`src/arbiter_router_pkg.sv`:
```
`default_nettype none

package arbiter_router_pkg;

  // three on-chip sources share the single SPI return path
  localparam int NUM_SOURCES = 3;

  // a response is one full word, cut into byte-sized chunks for SPI
  localparam int DATA_NBITS  = 32;
  localparam int CHUNK_NBITS = 8;
  localparam int NUM_CHUNKS  = DATA_NBITS / CHUNK_NBITS;

  // each frame on the wire carries the source index above the chunk
  localparam int ADDR_NBITS  = $clog2(NUM_SOURCES);
  localparam int FRAME_NBITS = ADDR_NBITS + CHUNK_NBITS;

  // one SPI transaction shifts a valid flag ahead of the frame
  localparam int SPI_NBITS = FRAME_NBITS + 1;

  // response queue sizing
  localparam int QUEUE_DEPTH     = 2;
  localparam int QUEUE_PTR_NBITS = $clog2(QUEUE_DEPTH);
  localparam int QUEUE_CNT_NBITS = $clog2(QUEUE_DEPTH + 1);

  // counter widths for the chunk index and the SPI bit position
  localparam int CHUNK_IDX_NBITS = $clog2(NUM_CHUNKS);
  localparam int SPI_CNT_NBITS   = $clog2(SPI_NBITS);

  typedef logic [DATA_NBITS-1:0]  data_t;
  typedef logic [CHUNK_NBITS-1:0] chunk_t;
  typedef logic [ADDR_NBITS-1:0]  src_addr_t;

  // address sits in the upper bits so it leaves the minion first
  typedef struct packed {
    src_addr_t addr;
    chunk_t    data;
  } frame_t;

  typedef enum logic [1:0] {DS_IDLE, DS_SEND, DS_GAP} disasm_state_e;

  typedef enum logic [1:0] {TX_IDLE, TX_SHIFT, TX_DONE} tx_state_e;

endpackage

`default_nettype wire

```
`src/arbiter_router_arbiter.sv`:
```
`timescale 1ns/1ps
`default_nettype none

module arbiter_router_arbiter (
  input  logic                       clk,
  input  logic                       reset,
  input  logic                       istream_val [arbiter_router_pkg::NUM_SOURCES],
  output logic                       istream_rdy [arbiter_router_pkg::NUM_SOURCES],
  input  arbiter_router_pkg::chunk_t istream_msg [arbiter_router_pkg::NUM_SOURCES],
  output logic                       ostream_val,
  input  logic                       ostream_rdy,
  output arbiter_router_pkg::frame_t ostream_msg
);
  import arbiter_router_pkg::*;

  src_addr_t grant;
  src_addr_t prev_grant;
  src_addr_t encoder_out;

  // lowest index wins, so scan from the top down and let lower
  // valid inputs overwrite the result
  always_comb begin
    encoder_out = '0;
    for (int i = NUM_SOURCES - 1; i >= 0; i--) begin
      if (istream_val[i]) begin
        encoder_out = src_addr_t'(i);
      end
    end
  end

  // the grant sticks to the previous winner while its val stays high
  // which keeps the chunks of one message together
  // a disassembler drops val for a cycle after its last chunk and that
  // is what frees the grant for the encoder
  always_comb begin
    if (!istream_val[prev_grant]) begin
      grant = encoder_out;
    end else begin
      grant = prev_grant;
    end
  end

  always_ff @(posedge clk) begin
    if (reset) begin
      prev_grant <= '0;
    end else begin
      prev_grant <= grant;
    end
  end

  // downstream sees the granted input only
  assign ostream_val = istream_val[grant];

  // the source index is placed in front of the chunk
  always_comb begin
    ostream_msg.addr = grant;
    ostream_msg.data = istream_msg[grant];
  end

  // every input other than the granted one is held off
  always_comb begin
    for (int i = 0; i < NUM_SOURCES; i++) begin
      if (grant == src_addr_t'(i)) begin
        istream_rdy[i] = ostream_rdy;
      end else begin
        istream_rdy[i] = 1'b0;
      end
    end
  end

endmodule

`default_nettype wire

```
`src/packet_disassembler.sv`:
```
`timescale 1ns/1ps
`default_nettype none

module packet_disassembler (
  input  logic                       clk,
  input  logic                       reset,
  input  logic                       req_val,
  output logic                       req_rdy,
  input  arbiter_router_pkg::data_t  req_msg,
  output logic                       chunk_val,
  input  logic                       chunk_rdy,
  output arbiter_router_pkg::chunk_t chunk_msg
);
  import arbiter_router_pkg::*;

  disasm_state_e              state;
  data_t                      data_q;
  logic [CHUNK_IDX_NBITS-1:0] chunk_idx;
  logic                       take_req;
  logic                       take_chunk;
  logic                       last_chunk;

  // a new response is only accepted when nothing is in flight
  assign req_rdy = (state == DS_IDLE);

  // val stays high for every chunk of a message with no hole inside it
  assign chunk_val = (state == DS_SEND);

  // the register is shifted left after each chunk, so the top byte is
  // always the next one to go out
  assign chunk_msg = data_q[DATA_NBITS-1 -: CHUNK_NBITS];

  assign take_req   = req_val && req_rdy;
  assign take_chunk = chunk_val && chunk_rdy;
  assign last_chunk = (chunk_idx == CHUNK_IDX_NBITS'(NUM_CHUNKS - 1));

  always_ff @(posedge clk) begin
    if (reset) begin
      state     <= DS_IDLE;
      chunk_idx <= '0;
    end else begin
      case (state)
        DS_IDLE: begin
          if (take_req) begin
            state     <= DS_SEND;
            chunk_idx <= '0;
          end
        end
        DS_SEND: begin
          if (take_chunk) begin
            if (last_chunk) begin
              state <= DS_GAP;
            end else begin
              chunk_idx <= chunk_idx + 1'b1;
            end
          end
        end
        // one cycle with val low lets the arbiter drop its sticky grant
        DS_GAP: begin
          state <= DS_IDLE;
        end
        default: begin
          state <= DS_IDLE;
        end
      endcase
    end
  end

  // payload register, loaded on accept and shifted on every taken chunk
  always_ff @(posedge clk) begin
    if (take_req) begin
      data_q <= req_msg;
    end else if (take_chunk) begin
      data_q <= {data_q[DATA_NBITS-CHUNK_NBITS-1:0], {CHUNK_NBITS{1'b0}}};
    end
  end

endmodule

`default_nettype wire

```
`src/response_queue.sv`:
```
`timescale 1ns/1ps
`default_nettype none

module response_queue (
  input  logic                      clk,
  input  logic                      reset,
  input  logic                      in_val,
  output logic                      in_rdy,
  input  arbiter_router_pkg::data_t in_msg,
  output logic                      out_val,
  input  logic                      out_rdy,
  output arbiter_router_pkg::data_t out_msg
);
  import arbiter_router_pkg::*;

  data_t                      mem [QUEUE_DEPTH];
  logic [QUEUE_PTR_NBITS-1:0] wr_ptr;
  logic [QUEUE_PTR_NBITS-1:0] rd_ptr;
  logic [QUEUE_CNT_NBITS-1:0] count;
  logic                       push;
  logic                       pop;

  // space is judged from the count only, so in_rdy never waits on out_rdy
  assign in_rdy  = (count < QUEUE_CNT_NBITS'(QUEUE_DEPTH));
  assign out_val = (count != '0);
  assign out_msg = mem[rd_ptr];

  assign push = in_val && in_rdy;
  assign pop  = out_val && out_rdy;

  always_ff @(posedge clk) begin
    if (reset) begin
      wr_ptr <= '0;
      rd_ptr <= '0;
      count  <= '0;
    end else begin
      // write pointer wraps at the last slot
      if (push) begin
        if (wr_ptr == QUEUE_PTR_NBITS'(QUEUE_DEPTH - 1)) begin
          wr_ptr <= '0;
        end else begin
          wr_ptr <= wr_ptr + 1'b1;
        end
      end
      if (pop) begin
        if (rd_ptr == QUEUE_PTR_NBITS'(QUEUE_DEPTH - 1)) begin
          rd_ptr <= '0;
        end else begin
          rd_ptr <= rd_ptr + 1'b1;
        end
      end
      // a push and a pop in the same cycle leave the count unchanged
      count <= count + QUEUE_CNT_NBITS'(push) - QUEUE_CNT_NBITS'(pop);
    end
  end

  // each accepted word goes into the slot under the write pointer
  always_ff @(posedge clk) begin
    if (push) begin
      mem[wr_ptr] <= in_msg;
    end
  end

endmodule

`default_nettype wire

```
`src/spi_minion_tx.sv`:
```
`timescale 1ns/1ps
`default_nettype none

module spi_minion_tx (
  input  logic                       clk,
  input  logic                       reset,
  input  logic                       sclk,
  input  logic                       cs_n,
  output logic                       miso,
  input  logic                       frame_val,
  output logic                       frame_rdy,
  input  arbiter_router_pkg::frame_t frame_msg
);
  import arbiter_router_pkg::*;

  logic                     sclk_sync1;
  logic                     sclk_sync2;
  logic                     sclk_prev;
  logic                     cs_sync1;
  logic                     cs_sync2;
  logic                     cs_prev;
  logic                     sclk_fall;
  logic                     cs_fall;
  logic                     cs_rise;
  tx_state_e                state;
  logic [SPI_NBITS-1:0]     shift_q;
  logic [SPI_CNT_NBITS-1:0] bit_cnt;

  // sclk and cs_n come from the external master with no relation to clk
  // so both pass two flops before any edge is looked at
  // cs_n idles high, so its chain comes out of reset high as well
  always_ff @(posedge clk) begin
    if (reset) begin
      sclk_sync1 <= 1'b0;
      sclk_sync2 <= 1'b0;
      sclk_prev  <= 1'b0;
      cs_sync1   <= 1'b1;
      cs_sync2   <= 1'b1;
      cs_prev    <= 1'b1;
    end else begin
      sclk_sync1 <= sclk;
      sclk_sync2 <= sclk_sync1;
      sclk_prev  <= sclk_sync2;
      cs_sync1   <= cs_n;
      cs_sync2   <= cs_sync1;
      cs_prev    <= cs_sync2;
    end
  end

  assign sclk_fall = sclk_prev && !sclk_sync2;
  assign cs_fall   = cs_prev && !cs_sync2;
  assign cs_rise   = !cs_prev && cs_sync2;

  // a frame is pulled in the single cycle where the start of a
  // transaction is seen, whether or not one is waiting
  assign frame_rdy = (state == TX_IDLE) && cs_fall;

  // the flag bit leaves first, then address, then chunk
  assign miso = shift_q[SPI_NBITS-1];

  always_ff @(posedge clk) begin
    if (reset) begin
      state   <= TX_IDLE;
      shift_q <= '0;
      bit_cnt <= '0;
    end else if (cs_rise) begin
      // a cs_n rise ends the transaction and also aborts a short one
      state   <= TX_IDLE;
      shift_q <= '0;
      bit_cnt <= '0;
    end else begin
      case (state)
        TX_IDLE: begin
          if (cs_fall) begin
            // nothing pending means an all zero word with the flag clear
            shift_q <= frame_val ? {1'b1, frame_msg} : '0;
            bit_cnt <= '0;
            state   <= TX_SHIFT;
          end
        end
        TX_SHIFT: begin
          // in mode 0 the master samples on the rise so miso moves on the fall
          if (sclk_fall) begin
            shift_q <= {shift_q[SPI_NBITS-2:0], 1'b0};
            if (bit_cnt == SPI_CNT_NBITS'(SPI_NBITS - 1)) begin
              state <= TX_DONE;
            end else begin
              bit_cnt <= bit_cnt + 1'b1;
            end
          end
        end
        // all bits are out so wait here for cs_n to go high
        TX_DONE: begin
          state <= TX_DONE;
        end
        default: begin
          state <= TX_IDLE;
        end
      endcase
    end
  end

endmodule

`default_nettype wire

```
`src/spi_resp_arbiter.sv`:
```
`timescale 1ns/1ps
`default_nettype none

module spi_resp_arbiter (
  input  logic                      clk,
  input  logic                      reset,
  input  logic                      resp_val [arbiter_router_pkg::NUM_SOURCES],
  output logic                      resp_rdy [arbiter_router_pkg::NUM_SOURCES],
  input  arbiter_router_pkg::data_t resp_msg [arbiter_router_pkg::NUM_SOURCES],
  input  logic                      sclk,
  input  logic                      cs_n,
  output logic                      miso
);
  import arbiter_router_pkg::*;

  // queue to disassembler streams
  logic   q_val [NUM_SOURCES];
  logic   q_rdy [NUM_SOURCES];
  data_t  q_msg [NUM_SOURCES];

  // disassembler to arbiter streams
  logic   chunk_val [NUM_SOURCES];
  logic   chunk_rdy [NUM_SOURCES];
  chunk_t chunk_msg [NUM_SOURCES];

  // arbiter to SPI transmitter
  logic   frame_val;
  logic   frame_rdy;
  frame_t frame_msg;

  // one queue and one disassembler per source
  for (genvar i = 0; i < NUM_SOURCES; i++) begin : g_source
    response_queue i_response_queue (
      .clk     (clk),
      .reset   (reset),
      .in_val  (resp_val[i]),
      .in_rdy  (resp_rdy[i]),
      .in_msg  (resp_msg[i]),
      .out_val (q_val[i]),
      .out_rdy (q_rdy[i]),
      .out_msg (q_msg[i])
    );

    packet_disassembler i_packet_disassembler (
      .clk       (clk),
      .reset     (reset),
      .req_val   (q_val[i]),
      .req_rdy   (q_rdy[i]),
      .req_msg   (q_msg[i]),
      .chunk_val (chunk_val[i]),
      .chunk_rdy (chunk_rdy[i]),
      .chunk_msg (chunk_msg[i])
    );
  end

  arbiter_router_arbiter i_arbiter (
    .clk         (clk),
    .reset       (reset),
    .istream_val (chunk_val),
    .istream_rdy (chunk_rdy),
    .istream_msg (chunk_msg),
    .ostream_val (frame_val),
    .ostream_rdy (frame_rdy),
    .ostream_msg (frame_msg)
  );

  spi_minion_tx i_spi_minion_tx (
    .clk       (clk),
    .reset     (reset),
    .sclk      (sclk),
    .cs_n      (cs_n),
    .miso      (miso),
    .frame_val (frame_val),
    .frame_rdy (frame_rdy),
    .frame_msg (frame_msg)
  );

endmodule

`default_nettype wire

```
`config.mk`:
```
export PLATFORM = sky130hd
export DESIGN_NAME = spi_resp_arbiter
export DESIGN_NICKNAME = d
export VERILOG_FILES = /design/src/arbiter_router_pkg.sv /design/src/arbiter_router_arbiter.sv /design/src/packet_disassembler.sv /design/src/response_queue.sv /design/src/spi_minion_tx.sv /design/src/spi_resp_arbiter.sv
export SDC_FILE = /design/constraint.sdc
export NUM_CORES = 1
export LEC_CHECK = 0
export ABC_AREA = 1
export BUFFER_PORTS_ARGS = -buffer_cell sky130_fd_sc_hd__buf_2
export CAP_MARGIN = 10
export CORE_MARGIN = 2
export CORE_UTILIZATION = 55
export DETAILED_ROUTE_END_ITERATION = 8
export PLACE_DENSITY_LB_ADDON = 0.3
export SLEW_MARGIN = 5
export SYNTH_ARGS = -nofsm -noshare
export SYNTH_HDL_FRONTEND = slang
export SYNTH_HIERARCHICAL = 1
export SYNTH_SLANG_ARGS = --single-unit
```
`constraint.sdc`:
```
create_clock -name clk -period 6.97 [get_ports clk]
set_clock_uncertainty 0.05 [all_clocks]
set_input_delay 0.697 -clock clk [delete_from_list [all_inputs] [get_ports clk]]
set_output_delay 0.697 -clock clk [all_outputs]
set_load 0.1 [all_outputs]
```
== Yosys cells after proc, flatten, opt, wreduce, memory -nomap -nowiden ==
Memory sizes are Yosys's and may differ from the RTL's. A register that Yosys moved wholly into a read port is not among the register bits.
Cells that the tools add are included.

* Bits in registers: 145
* Bits in writable memories: 192
* Output and inout bits: 4
* Memories kept: 3

* Reductions and logical operators: 41
* Mux-type cells: 76
* Bitwise logic cells: 2
* Add/subtract/negate cells: 16
* $lt $le $gt $ge: 5
* Equal/unequal tests: 27

{| class="wikitable"
|+ Memory list
! memory !! words !! bits a word !! rd ports !! clocked after memory_dff !! write ports !! line !! RTL
|-
| g_source[0].i_response_queue.mem || 2 || 32 || 1 || 1 || 1 || response_queue.sv:16 || <nowiki>data_t mem [QUEUE_DEPTH];</nowiki>
|-
| g_source[1].i_response_queue.mem || 2 || 32 || 1 || 1 || 1 || response_queue.sv:16 ||
|-
| g_source[2].i_response_queue.mem || 2 || 32 || 1 || 1 || 1 || response_queue.sv:16 ||
|}

{| class="wikitable"
|+ Operators with widths
! operator !! number
|-
| $mux 32 || 6
|-
| $mux 2 || 25
|-
| $mux 11 || 3
|-
| $ne 2x2->1 const B || 13
|-
| $mux 1 || 25
|-
| $pmux 2 s2 || 6
|-
| $pmux 11 s2 || 1
|-
| $reduce_bool 2->1 || 10
|-
| $bmux 8 s2 || 1
|-
| $mux 8 || 2
|-
| $reduce_and 4->1 || 4
|-
| $reduce_and 3->1 || 5
|-
| $logic_and 1x1->1 || 13
|-
| $mux 4 || 3
|-
| $eq 2x1->1 const B || 5
|-
| $eq 2x2->1 const B || 5
|-
| $logic_not 2->1 || 5
|-
| $pmux 4 s2 || 1
|-
| $add 1x1->1 const B || 6
|-
| $add 2x1->2 || 3
|-
| $add 2x1->2 const B || 3
|-
| $ge 3x3->1 const B || 2
|-
| $lt 2x2->1 const B || 3
|-
| $ne 2x1->1 const B || 3
|-
| 8 further kinds || 14
|}

== Longest topological paths before layout ==
* Word-level depth: 12
* Gate-level depth with buffers: 16

== Cells and area by module ==
The synthesis kept the hierarchy.

{| class="wikitable"
|+ By module, submodules not included
! module !! area each (um^2) !! seq. area each (um^2) !! cells an instance !! times used
|-
| response_queue || 2697.6 || 2021.9 || 132 || 3
|-
| packet_disassembler || 1689.1 || 1041.0 || 172 || 3
|-
| spi_minion_tx || 1184.9 || 460.4 || 154 || 1
|-
| arbiter_router_arbiter || 431.7 || 40.0 || 86 || 1
|}

== Least setup slack after synthesis ==
Ideal clock, no wire load.

* Path kind: register -> register
* From: register g_source[0].i_packet_disassembler.state[1]
* To: register g_source[1].i_packet_disassembler.data_q[0] (enable)
* Clock period less this slack: 4.061 ns
* Data required time: 6.454 ns
* Arrival: 3.545 ns
* Path buffers: 1
* Stages on the path, launching flop included: 12
* Slack: 2.909 ns
* Cells stage by stage: dfxtp_1 inv_1 nand2_1 inv_1 inv_1 nand2_2 nand3_1 nand3_2 buf_6 a21oi_1 inv_1 o21ai_0

{| class="wikitable"
|+ RTL lines
! what !! line !! RTL
|-
| from (decl) || packet_disassembler.sv:16 || <nowiki>disasm_state_e state;</nowiki>
|-
| from (signal assigned) || packet_disassembler.sv:39 || <nowiki>state <= DS_IDLE;</nowiki>
|-
| from (signal assigned) || packet_disassembler.sv:45 || <nowiki>state <= DS_SEND;</nowiki>
|-
| from (signal assigned) || packet_disassembler.sv:52 || <nowiki>state <= DS_GAP;</nowiki>
|-
| to (signal assigned) || packet_disassembler.sv:72 || <nowiki>data_q <= req_msg;</nowiki>
|-
| to (signal assigned) || packet_disassembler.sv:74 || <nowiki>data_q <= {data_q[DATA_NBITS-CHUNK_NBITS-1:0], {CHUNK_NBITS{1'b0}}};</nowiki>
|-
| to (decl) || packet_disassembler.sv:17 || <nowiki>data_t data_q;</nowiki>
|}

==> results by group <==
Setup path
  – Worst Path Required: 7.29 ns
  – Crit. End Element: flop
  – Crit path max fanout: 11
  – Critical Path Max Stage Delay: 0.44 ns
  – Reg2Reg Depth: 13
  – Reg2reg setup slack: 4.39 ns
  – CP max stage cell: nand4_1
  – Crit start category: flop
  – Critical path type: reg2reg
  – Critical-path cell list: inv_1, nand2_1, inv_1, nand2_1, inv_1, nand2_1, nand2_1, inv_1, nand4_1, nand3_1, o21ai_1, o21ai_1, a21oi_1
  – Data arrival, critical path: 2.90 ns

Pwr
  – PwrDens: 467.8 mW/mm2
  – Peak VDD IR: 0.2500 mV
  – Pleak: 6.684 nW

Die
  – Die area: 0.02819 mm2
  – Core area: 0.02621 mm2
  – FP Rows: 59
  – IO Count: 107
  – Die X: 167.9 um
  – Die H: 167.9 um
  – Initial Util: 56.39%

Finish
  – Share of layout cells above drive strength 1: 25.20%
  – Commonest non-fill, non-tap cell in the layout: edfxtp_1
  – Non-Filler Instances: 1597
  – Fillers: 1975
  – Leading cell types in the layout, fill and taps excluded: 288 x edfxtp_1, 212 x nand2_1, 114 x inv_1
  – Nets: 1351
  – N_diodes: 0
  – P&R area growth vs syn: 10.37%
  – Finished Core Util: 62.23%

Synthesis
  – Syn nets: 1267
  – Synth Instances: 1152
  – EDFF count, synth: 288
  – Post-synth ARST share: 0%
  – Netlist Area Pre-Place: 0.01478 mm2
  – Sequential fraction of the synthesis area: 65.57%
  – Unique masters post-synth: 32
  – Synth Flop Type: edfxtp_1
  – Synthesized flop and latch total: 340
  – Syn_area_per_cell: 12.83 um2
  – Yosys warns: 6

CTS
  – CTS tree: yes
  – Post-CTS Setup Inserts: 0
  – Num CTS Buffers: 37
  – H-tree depth: 2
  – Clk pin slew, worst setup/hold paths: 0.06 ns
  – Post_cts resized: 0
  – Root Buffer: clkbuf_16
  – Clk sink count: 340
  – CTS Hold Bufs: 0
  – Worst-Skew Late Latency: 0.51 ns
  – Clock Tree Buf Depth: 3

Timing
  – Tightest Pin Transition: 1.070 ns
  – Setup Viol. Count Final: 0
  – Final TNS setup: 0 ns
  – Min Tclk post-route: 2.583 ns
  – RSZ-0062 raised after global routing: false
  – Slew Viols, Final: 0
  – Fin. Hold Viols: 0
  – Final period utilization: 37.06%
  – Worst rel slew slack: 28.67%
  – Fmax: 387.1 MHz

Min path
  – Type of the most critical hold path: in2reg
  – Hold path cells: 1

Run status
  – Outcome: completed

Flow run
  – Max-Cap Viols: 0

Global route
  – Gr usage total: 17.11%
  – Largest net degree at the start of global routing: 35
  – First-pass GRT wire length: 39.07 mm
  – Initial antenna violation count: 0
  – GR Overflow Total: 0
  – Vias in the first global route: 8006

Routing
  – DR pass1 iterations: 4
  – Residual DRC: 0
  – Post-Route WL: 23.93 mm
  – Vias: 8150
  – Iter 0 DRT Violations: 566
  – Routed len/inst: 14.98 um
  – Final ANT Viol Nets: 0
  – Avg Vias per Cell: 5.103

Placement
  – DP HPWL: 14.83 mm
  – Gpl congestion: 0.9229
  – Placed cells: 1532
  – Port bufs: 106
registers in the layout, summed over array words and instances (netlist names), named ones only:
signal	cells
g_source.i_packet_disassembler/chunk_idx	6
g_source.i_packet_disassembler/data_q	96
g_source.i_packet_disassembler/state	6
g_source.i_response_queue/count	6
g_source.i_response_queue/mem	192
g_source.i_response_queue/rd_ptr	3
g_source.i_response_queue/wr_ptr	3
i_arbiter/prev_grant	2
i_spi_minion_tx/bit_cnt	4
i_spi_minion_tx/cs_prev	1
i_spi_minion_tx/cs_sync1	1
i_spi_minion_tx/cs_sync2	1
i_spi_minion_tx/sclk_prev	1
i_spi_minion_tx/sclk_sync1	1
i_spi_minion_tx/sclk_sync2	1
i_spi_minion_tx/shift_q	11
i_spi_minion_tx/state	2
cells by family (layout without fill, tap and decap cells):
kind of cell             count (synthesis)  count (layout)  share of synthesized area, %
multiplexers                            96              96                         9.602
AND/OR/NAND/NOR                        443             443                         13.60
adder cells (fa/ha/maj)                 12              12                         1.016
flip-flops                             340             340                         65.57
AO/OA/AOI/OAI                           66              66                         2.303
XOR/XNOR                                 4               4                        0.2371
buffers and inverters                  191             301                         7.672
worst paths after layout:
kind,startpoint,endpoint
worst min-delay path,resp_msg[76],g_source[0].i_response_queue/mem[1][12]$_DFFE_PP_
worst min register to register,i_spi_minion_tx/sclk_sync1$_SDFF_PP0_,i_spi_minion_tx/sclk_sync2$_SDFF_PP0_
worst max register to register,g_source[2].i_packet_disassembler/state[1]$_SDFFE_PP0P_,i_spi_minion_tx/shift_q[6]$_SDFFE_PP0P_
worst max-delay path,g_source[2].i_packet_disassembler/state[1]$_SDFFE_PP0P_,i_spi_minion_tx/shift_q[6]$_SDFFE_PP0P_
power breakdown:
part / leakage (nW) / total [mW] / internal, mW / switching, mW
combinational: 2.97 / 2.41 / 0.926 / 1.48
sequential: 3.14 / 3.37 / 3.05 / 0.319
clock: 0.578 / 1.86 / 1.12 / 0.740
cells in the mapped netlist, types with 4 or more instances:
| library cell | count | area, um2 |
|---|---|---|
| nand4_1 | 6 | 37.54 |
| ha_1 | 12 | 150.1 |
| inv_1 | 114 | 427.9 |
| nand2_2 | 14 | 87.58 |
| dfxtp_1 | 52 | 1041 |
| buf_6 | 19 | 214.0 |
| o21ai_1 | 18 | 90.09 |
| a21oi_1 | 33 | 165.2 |
| nor2_4 | 4 | 45.04 |
| buf_2 | 12 | 60.06 |
| nor2_1 | 72 | 270.3 |
| mux2_4 | 90 | 1351 |
| nor3_1 | 8 | 40.04 |
| buf_4 | 30 | 225.2 |
| mux2_2 | 6 | 67.56 |
| nand3_1 | 108 | 540.5 |
| nand2_4 | 6 | 67.56 |
| nand3_2 | 6 | 60.06 |
| buf_12 | 9 | 180.2 |
| edfxtp_1 | 288 | 8648 |
| o21ai_0 | 12 | 60.06 |
| inv_2 | 7 | 26.28 |
| nand2_1 | 212 | 795.8 |
critical path, delay by kind of cell (launching register included):
kind                   cells  cell delay [ns]
AO/OA/AOI/OAI              3             0.26
AND/OR/NAND/NOR            6             1.21
buffers and inverters      4             0.53
flip-flops                 1             0.40
routing by layer:
metal  wire [um]  vias up  track usage [%]
met2       11520      169            29.55
met4         495        0            4.839
met3        1033       41            3.009
met1       10880     3841            22.43
li1            -     4099                -
met5           0        -                0
final cells by class:
type                       instances  area [um2]  area share [%]
clock buffer                      45       987.2           6.053
clock inverter                    20       177.7           1.089
inverter                         121       454.2           2.785
multi-input combinational        621        3980           24.40
sequential                       340        9693           59.43
tap                              335       419.2           2.570
timing repair buffer             115       598.1           3.667
per-stage QoR:
step / power (mW) / hold WS (ns) / instance area, um2 / worst slack (ns)
after floorplan: 5.616 / 0.3383 / 14780 / 2.909
after global placement: 5.759 / 0.3503 / 15140 / 4.524
after detailed placement: 5.820 / 0.3504 / 15140 / 4.436
after CTS: 7.696 / 0.3037 / 16310 / 4.399
after global routing: 8.131 / 0.3061 / 16310 / 4.125
final: 7.630 / 0.3231 / 16310 / 4.387
(Power assumes the default switching activity.)
